File: src/common/icache_ctrl_pkg.sv
`default_nettype none

package icache_ctrl_pkg;

  typedef enum logic [1:0] {
    IDLE  = 2'b00,
    CHECK = 2'b01,
    FILL  = 2'b10
  } ctrl_state_e;

  // what the arrays are busy with
  typedef enum logic [1:0] {
    WS_NONE  = 2'b00,
    WS_FETCH = 2'b01,
    WS_FILL  = 2'b10
  } write_status_e;

  typedef struct packed {
    logic [1:0]    load_tag;
    logic [1:0]    load_valid;
    logic          valid_in;
    logic          load_lru;
    logic          lru_value;
    write_status_e write_status;
  } array_ctrl_t;

endpackage

`default_nettype wire

File: src/common/icache_types_pkg.sv
`default_nettype none

package icache_types_pkg;

  // address split: tag | index | byte offset
  localparam int addr_width     = 32;
  localparam int word_width     = 32;
  localparam int words_per_line = 8;
  localparam int line_width     = word_width * words_per_line;
  localparam int offset_width   = 5;
  localparam int index_width    = 3;
  localparam int num_sets       = 1 << index_width;
  localparam int tag_width      = addr_width - index_width - offset_width;
  localparam int num_ways       = 2;

  // fetch port
  typedef struct packed {
    logic                  read;
    logic [addr_width-1:0] address;
  } cpu_req_t;

  typedef struct packed {
    logic                  resp;
    logic [word_width-1:0] rdata;
  } cpu_rsp_t;

  // line-wide memory port, address always line aligned
  typedef struct packed {
    logic                  read;
    logic [addr_width-1:0] address;
  } mem_req_t;

  typedef struct packed {
    logic                  resp;
    logic [line_width-1:0] rdata;
  } mem_rsp_t;

  // result of one combinational lookup
  typedef struct packed {
    logic hit;
    logic way_hit;
    logic lru_way;
  } lookup_t;

endpackage

`default_nettype wire
File: src/source/icache_top.sv
`timescale 1ns/100ps
`default_nettype none

module icache_top (
  input  logic                       clk,
  input  logic                       rst,
  input  icache_types_pkg::cpu_req_t cpu_req,
  output icache_types_pkg::cpu_rsp_t cpu_rsp,
  output icache_types_pkg::mem_req_t mem_req,
  input  icache_types_pkg::mem_rsp_t mem_rsp
);

  import icache_types_pkg::*;
  import icache_ctrl_pkg::*;

  lookup_t               lookup;
  array_ctrl_t           ctrl;
  logic                  cpu_resp;
  logic                  mem_read;
  logic [word_width-1:0] rdata;

  icache_control u_control (
    .clk      (clk),
    .rst      (rst),
    .cpu_read (cpu_req.read),
    .lookup   (lookup),
    .mem_resp (mem_rsp.resp),
    .ctrl     (ctrl),
    .mem_read (mem_read),
    .cpu_resp (cpu_resp)
  );

  icache_tag_array u_tag_array (
    .clk     (clk),
    .rst     (rst),
    .address (cpu_req.address),
    .ctrl    (ctrl),
    .lookup  (lookup)
  );

  icache_data_array u_data_array (
    .clk       (clk),
    .address   (cpu_req.address),
    .fill_line (mem_rsp.rdata),
    .lookup    (lookup),
    .ctrl      (ctrl),
    .rdata     (rdata)
  );

  assign cpu_rsp.resp   = cpu_resp;
  assign cpu_rsp.rdata  = rdata;
  assign mem_req.read   = mem_read;
  // line aligned fetch address
  assign mem_req.address = {cpu_req.address[addr_width-1:offset_width], {offset_width{1'b0}}};

endmodule

`default_nettype wire

File: src/icache/icache_data_array.sv
`timescale 1ns/100ps
`default_nettype none

module icache_data_array (
  input  logic                                    clk,
  input  logic [icache_types_pkg::addr_width-1:0] address,
  input  logic [icache_types_pkg::line_width-1:0] fill_line,
  input  icache_types_pkg::lookup_t               lookup,
  input  icache_ctrl_pkg::array_ctrl_t            ctrl,
  output logic [icache_types_pkg::word_width-1:0] rdata
);

  import icache_types_pkg::*;
  import icache_ctrl_pkg::*;

  logic [line_width-1:0]     lines [num_ways][num_sets];
  logic [index_width-1:0]    index;
  logic [offset_width-3:0]   word_sel;
  logic [line_width-1:0]     hit_line;

  assign index    = address[offset_width +: index_width];
  // byte offset minus the two bits inside a word
  assign word_sel = address[offset_width-1:2];

  // line is written into the victim way as memory answers
  always_ff @(posedge clk)
  begin
    if (ctrl.write_status == WS_FILL)
    begin
      lines[lookup.lru_way][index] <= fill_line;
    end
  end

  assign hit_line = lines[lookup.way_hit][index];
  assign rdata    = hit_line[word_sel*word_width +: word_width];

endmodule

`default_nettype wire

File: src/icache/icache_tag_array.sv
`timescale 1ns/100ps
`default_nettype none

module icache_tag_array (
  input  logic                                       clk,
  input  logic                                       rst,
  input  logic [icache_types_pkg::addr_width-1:0]    address,
  input  icache_ctrl_pkg::array_ctrl_t               ctrl,
  output icache_types_pkg::lookup_t                  lookup
);

  import icache_types_pkg::*;

  logic [tag_width-1:0]   addr_tag;
  logic [index_width-1:0] index;

  logic [tag_width-1:0]               tags [num_ways][num_sets];
  logic [num_ways-1:0][num_sets-1:0]  valid;
  logic [num_sets-1:0]                lru;
  logic [num_ways-1:0]                way_match;

  assign addr_tag = address[addr_width-1 -: tag_width];
  assign index    = address[offset_width +: index_width];

  // tags only count once valid is set
  always_ff @(posedge clk)
  begin
    for (int w = 0; w < num_ways; w++)
    begin
      if (ctrl.load_tag[w])
        tags[w][index] <= addr_tag;
    end
  end

  always_ff @(posedge clk)
  begin
    if (rst)
    begin
      valid <= '0;
      lru   <= '0;
    end
    else
    begin
      for (int w = 0; w < num_ways; w++)
      begin
        if (ctrl.load_valid[w])
          valid[w][index] <= ctrl.valid_in;
      end
      if (ctrl.load_lru)
        lru[index] <= ctrl.lru_value;
    end
  end

  // compare both ways of the indexed set
  always_comb
  begin
    for (int w = 0; w < num_ways; w++)
    begin
      way_match[w] = valid[w][index] && (tags[w][index] == addr_tag);
    end
  end

  assign lookup.hit     = |way_match;
  assign lookup.way_hit = way_match[1];
  assign lookup.lru_way = lru[index];

  // fills always go to a missing tag, so one line never sits in both ways
  assert property (@(posedge clk) disable iff (rst)
    !(valid[0][index] && valid[1][index] && (tags[0][index] == tags[1][index])));

endmodule

`default_nettype wire

File: src/icache/icache_control.sv
`timescale 1ns/100ps
`default_nettype none

module icache_control (
  input  logic                          clk,
  input  logic                          rst,
  input  logic                          cpu_read,
  input  icache_types_pkg::lookup_t     lookup,
  input  logic                          mem_resp,
  output icache_ctrl_pkg::array_ctrl_t  ctrl,
  output logic                          mem_read,
  output logic                          cpu_resp
);

  import icache_ctrl_pkg::*;

  ctrl_state_e state;
  ctrl_state_e next_state;

  always_ff @(posedge clk)
  begin
    if (rst)
    begin
      state <= IDLE;
    end
    else
    begin
      state <= next_state;
    end
  end

  // next state
  always_comb
  begin
    next_state = state;
    unique case (state)
      IDLE:
      begin
        if (cpu_read)
          next_state = CHECK;
      end
      CHECK:
      begin
        if (!cpu_read)
          next_state = IDLE;
        else if (!lookup.hit)
          next_state = FILL;
        else
          next_state = CHECK;
      end
      FILL:
      begin
        // line lands this cycle, lookup hits next cycle
        if (mem_resp)
          next_state = CHECK;
      end
      default:
      begin
        next_state = IDLE;
      end
    endcase
  end

  // outputs, all strobes low unless a state raises them
  always_comb
  begin
    ctrl.load_tag     = 2'b00;
    ctrl.load_valid   = 2'b00;
    ctrl.valid_in     = 1'b0;
    ctrl.load_lru     = 1'b0;
    ctrl.lru_value    = 1'b0;
    ctrl.write_status = WS_NONE;
    mem_read          = 1'b0;
    cpu_resp          = 1'b0;
    unique case (state)
      CHECK:
      begin
        if (cpu_read && lookup.hit)
        begin
          cpu_resp       = 1'b1;
          ctrl.load_lru  = 1'b1;
          // the way not used becomes the victim
          ctrl.lru_value = ~lookup.way_hit;
        end
      end
      FILL:
      begin
        mem_read = 1'b1;
        if (mem_resp)
        begin
          ctrl.write_status               = WS_FILL;
          ctrl.load_tag[lookup.lru_way]   = 1'b1;
          ctrl.load_valid[lookup.lru_way] = 1'b1;
          ctrl.valid_in                   = 1'b1;
        end
        else
        begin
          ctrl.write_status = WS_FETCH;
        end
      end
      default:
      begin
      end
    endcase
  end

  // a word goes out only in CHECK, never in the cycle a read first appears
  assert property (@(posedge clk) disable iff (rst)
    cpu_resp |-> (state == CHECK) && $past(cpu_read));

  // a fill writes one way only
  assert property (@(posedge clk) disable iff (rst)
    $onehot0(ctrl.load_tag));

  // memory request is a level until the line arrives
  assert property (@(posedge clk) disable iff (rst)
    mem_read && !mem_resp |=> mem_read);

endmodule

`default_nettype wire

File: config.mk
export PLATFORM = sky130hd
export DESIGN_NAME = icache_top
export DESIGN_NICKNAME = d
export VERILOG_FILES = /design/src/common/icache_ctrl_pkg.sv /design/src/common/icache_types_pkg.sv /design/src/source/icache_top.sv /design/src/icache/icache_data_array.sv /design/src/icache/icache_tag_array.sv /design/src/icache/icache_control.sv
export SDC_FILE = /design/constraint.sdc
export NUM_CORES = 2
export LEC_CHECK = 0
export BUFFER_PORTS_ARGS = -buffer_cell sky130_fd_sc_hd__buf_4
export CAP_MARGIN = 20
export CORE_MARGIN = 4
export CORE_UTILIZATION = 39
export CTS_CLUSTER_SIZE = 14
export DETAILED_ROUTE_END_ITERATION = 12
export GPL_TIMING_DRIVEN = 0
export SYNTH_ARGS = -nofsm -noshare
export SYNTH_HDL_FRONTEND = slang
export SYNTH_HIERARCHICAL = 1
export SYNTH_MEMORY_MAX_BITS = 65536
export SYNTH_SLANG_ARGS = --single-unit
File: constraint.sdc
create_clock -name clk -period 31.4 [get_ports clk]
set_input_delay 6.28 -clock clk [delete_from_list [all_inputs] [get_ports clk]]
set_output_delay 6.28 -clock clk [all_outputs]
set_load 0.01 [all_outputs]
==> results.py <==
metrics = {
    "detailed_routing": {
        "via_per_inst": 6.25,
        "ant_nets": 0,
        "wl_um": 635000,
        "drc": 0,
        "drtIter0Drc": 15700,
        "drt_pass1_iterations": 8,
        "via_count": 96400,
        "wire_per_inst_um": 41.2,
    },
    "floorplanning": {
        "initial_utilization_pct": 39.2,
        "die_w_um": 674,
        "core_um2": 442000,
        "dieArea_um2": 455000,
        "die_height_um": 674,
        "io_pins": 358,
        "rows": 244,
    },
    "synth": {
        "synth_cell_types": 73,
        "synthSimpleGateAreaFrac_pct": 1.47,
        "synth_compound_area_share_pct": 2.96,
        "yosysWarningCount": 6,
        "ys_seq_elements": 4506,
        "async_flop_share_pct": 0,
        "synth_cells": 7833,
        "synth-xor-area-share_pct": 0.197,
        "synthMuxAreaShare_pct": 15.7,
        "synth_edf_count": 4480,
        "ys_seq_area_share_pct": 78.0,
        "synthFlopType": "edfxtp_1",
        "synth_top_family_by_area": "multiplexers",
        "synth.cell_area_um2": 173000,
        "synth_area_per_cell_um2": 22.1,
        "yosys.area_share.adder_pct": 0,
    },
    "global_routing": {
        "grt_start_max_net_pins": 25,
        "grt_pass1_wl_um": 834000,
        "grtUsageTotal_pct": 27.4,
        "antenna_found_initial": 168,
        "globalRoute.totalOverflow": 0,
        "grt_pass1_vias": 91000,
    },
    "clock_tree": {
        "cts_resized": 0,
        "clk_latency_ns": 1.02,
        "cts_buffers": 448,
        "clk_path_buf_depth": 4,
        "cts_tree": "done",
        "root_buffer": "clkbuf_16",
        "postCtsSetupBuffers": 0,
        "cts_max_level": 5,
        "numClockSinks": 4506,
        "cts_hold_buffers": 0,
        "clk_transition_reported_paths_ns": 0.06,
    },
    "critical_path": {
        "crit_family": "buffers and inverters",
        "path_cells": "buf_4 > buf_2 > buf_2 > clkinv_1 > mux4_2 > xor2_1 > nand3_1 > nor4_1 > nand4_1 > inv_1 > buf_6 > buf_4 > buf_4 > buf_2 > mux4_2 > a211oi_1 > a31oi_1 > a221oi_1 > a31oi_1 > buf_4",
        "critPathMaxStageDelay_ns": 1.19,
        "path_class": "in -> out",
        "cp_common_cell": "buf_4",
        "arrival_ns": 15.70,
        "critPathBufInv": 10,
        "slowest_stage": "a221oi_1",
        "cp_max_fo": 10,
        "crit_required_ns": 25.12,
        "end_kind": "output port",
        "crit_path_start_kind": "primary input",
        "r2r_slack_ns": 26.29,
    },
    "pwr": {
        "vdd_drop_max_mv": 0.0619,
        "p_leak_uw": 0.0641,
        "cellPowerDensity_nw_per_um2": 60.8,
    },
    "timing": {
        "setup_tns_ns": 0,
        "max_freq_mhz": 45.5,
        "maxSlewHeadroom_pct": 1.57,
        "min_period_over_period_pct": 70.0,
        "slew_violations": 0,
        "final_hold_viol_count": 0,
        "rsz0062_at_grt": "false",
        "setup_viol": 0,
        "finClkSkew_ns": 0.106,
        "hold-worst-slack_ns": 0.463,
        "period_minus_slack_ns": 21.98,
        "worst_slew_pin_slew_ns": 1.48,
    },
    "status": {
        "status": "finished, final reports clean",
    },
    "layout": {
        "syn_to_final_growth_pct": 18.4,
        "drive_gt1_share_pct": 30.4,
        "fillers": 36600,
        "fin_nets": 9359,
    },
    "place": {
        "dp_hpwl_um": 440000,
        "place_congestion": 0.864,
        "numPortBuffers": 347,
    },
    "flow_run": {
        "timing.max_cap.violations": 0,
    },
    "min_path": {
        "min_path_type": "reg -> reg",
    },
}
## worst register-to-register path: stages, from the launching register on
cell and delay (ns):
dfxtp_1 0.31, a22o_1 0.21, a221oi_1 0.22, nand4_1 0.53, or3_1 0.74, nor3_2 0.69
buf_6 0.27, buf_6 0.20, buf_8 0.17, buf_6 0.20, buf_6 0.20, buf_6 0.19
buf_6 0.16, buf_6 0.15, buf_6 0.18, buf_8 0.17, buf_8 0.17
## worst paths after layout
kind                            cells after the start                          end                  start
worst max-delay path                               20                  cpu_rsp[13]             cpu_req[7]
worst min-delay path                                2        u_tag_array/valid[11]  u_tag_array/valid[11]
worst max register to register                     16  u_data_array/lines[0][1792]     u_tag_array/lru[3]
worst min register to register                      2        u_tag_array/valid[11]  u_tag_array/valid[11]
## cells in the final DEF, fill, tap and decap left out, types with 13 or more instances in the layout
cell and n:
buf_16 45, xor2_1 26, clkbuf_16 453, a22o_1 15, and3_2 14, clkinv_1 107, a221oi_1 56, clkbuf_1 178
a31oi_1 13, edfxtp_1 4480, xnor2_1 13, buf_4 467, nand2_1 240, buf_1 27, o221ai_1 71, diode_2 75
o22ai_1 146, mux2_2 102, dfxtp_1 26, buf_6 200, buf_2 158, buf_12 156, nand3_1 59, a211o_1 62
clkinv_2 84, mux4_2 948, nor2_1 95, a211oi_1 48, nor3_1 30, a22oi_1 64, bufinv_16 39, o21ai_0 49
clkbuf_2 54, mux2i_1 473, buf_8 65, nor2_4 13, a21oi_1 134
## flip-flops by register name (all words and copies together) (netlist names)
| name | count |
|---|---|
| u_tag_array/tags | 384 |
| u_tag_array/lru | 8 |
| u_control/state | 2 |
| u_data_array/lines | 4096 |
| u_tag_array/valid | 16 |
## cell type report
| cell class | instances | area, µm² | area share (%) |
|---|---|---|---|
| inverter | 12 | 45.0 | 0.0220 |
| antenna | 75 | 188 | 0.0916 |
| sequential | 4506 | 135000 | 65.9 |
| clock inverter | 261 | 2510 | 1.23 |
| buffer | 469 | 2860 | 1.39 |
| multi-input combinational | 2850 | 35400 | 17.3 |
| tap | 5904 | 7390 | 3.61 |
| clock buffer | 555 | 11700 | 5.72 |
| timing repair buffer | 780 | 9700 | 4.73 |
## report_power, final
| group | internal (µW) | switching (µW) |
|---|---|---|
| Sequential | 6620 | 1.51 |
| Clock | 2960 | 2290 |
| Combinational | 167 | 415 |
| Total | 9750 | 2710 |
## cells by family (layout without fill, tap and decap cells)
logic type / Yosys count / count (layout)
AOI/OAI and AO/OA: 727 / 727
buffers and inverters: 481 / 2077
xor gates and xnor gates: 39 / 39
and+or+nand+nor: 556 / 556
muxes: 1523 / 1523
other: 1 / 80
DFF: 4506 / 4506
## metal layers
layer	track usage, %	part of all wire [%]	vias to the layer above	wire length, µm
met3	9.12	14	1542	89700
met2	40.8	45	7595	283000
li1	-	-	35800	-
met4	15.4	6.6	88	41700
met1	35.4	35	51300	220000
met5	0	0.091	-	581
## Yosys cell counts (all sizes together) (9+ instances only)
cell type | number | area (µm²)
o21ai | 56 | 280
nor3 | 35 | 175
a211o | 62 | 543
nand4 | 9 | 56.3
xnor2 | 13 | 114
nand2 | 241 | 905
nand3 | 60 | 305
a21oi | 135 | 679
nor2b | 14 | 92.6
a2111oi | 14 | 123
o221ai | 71 | 622
edfxtp | 4480 | 135000
dfxtp | 26 | 521
a22oi | 64 | 480
and2 | 11 | 68.8
a31oi | 13 | 81.3
nor2 | 111 | 419
nand2b | 10 | 62.6
a22o | 15 | 131
o22ai | 146 | 913
a211oi | 48 | 360
mux2i | 473 | 4730
clkbuf | 129 | 484
mux2 | 102 | 1150
xor2 | 26 | 228
mux4 | 948 | 21400
and3 | 26 | 163
a221oi | 60 | 526
buf | 340 | 2290
## per-stage QoR
stage / utilization (%) / std cells / instance area [µm²] / setup WS (ns) / power [µW]
2_1_floorplan: - / 7837 / 173000 / 4.83 / 6940
3_3_place_gp: 41.4 / 14100 / 183000 / -22.39 / 7280
3_5_place_dp: 43.1 / 14500 / 190000 / 9.69 / 7310
4_1_cts: 46.3 / 15300 / 205000 / 9.66 / 12500
5_1_grt: 46.3 / 15400 / 205000 / 9.47 / 12800
6_report: 46.4 / 15400 / 205000 / 9.42 / 12500
(Power assumes the default switching activity.)
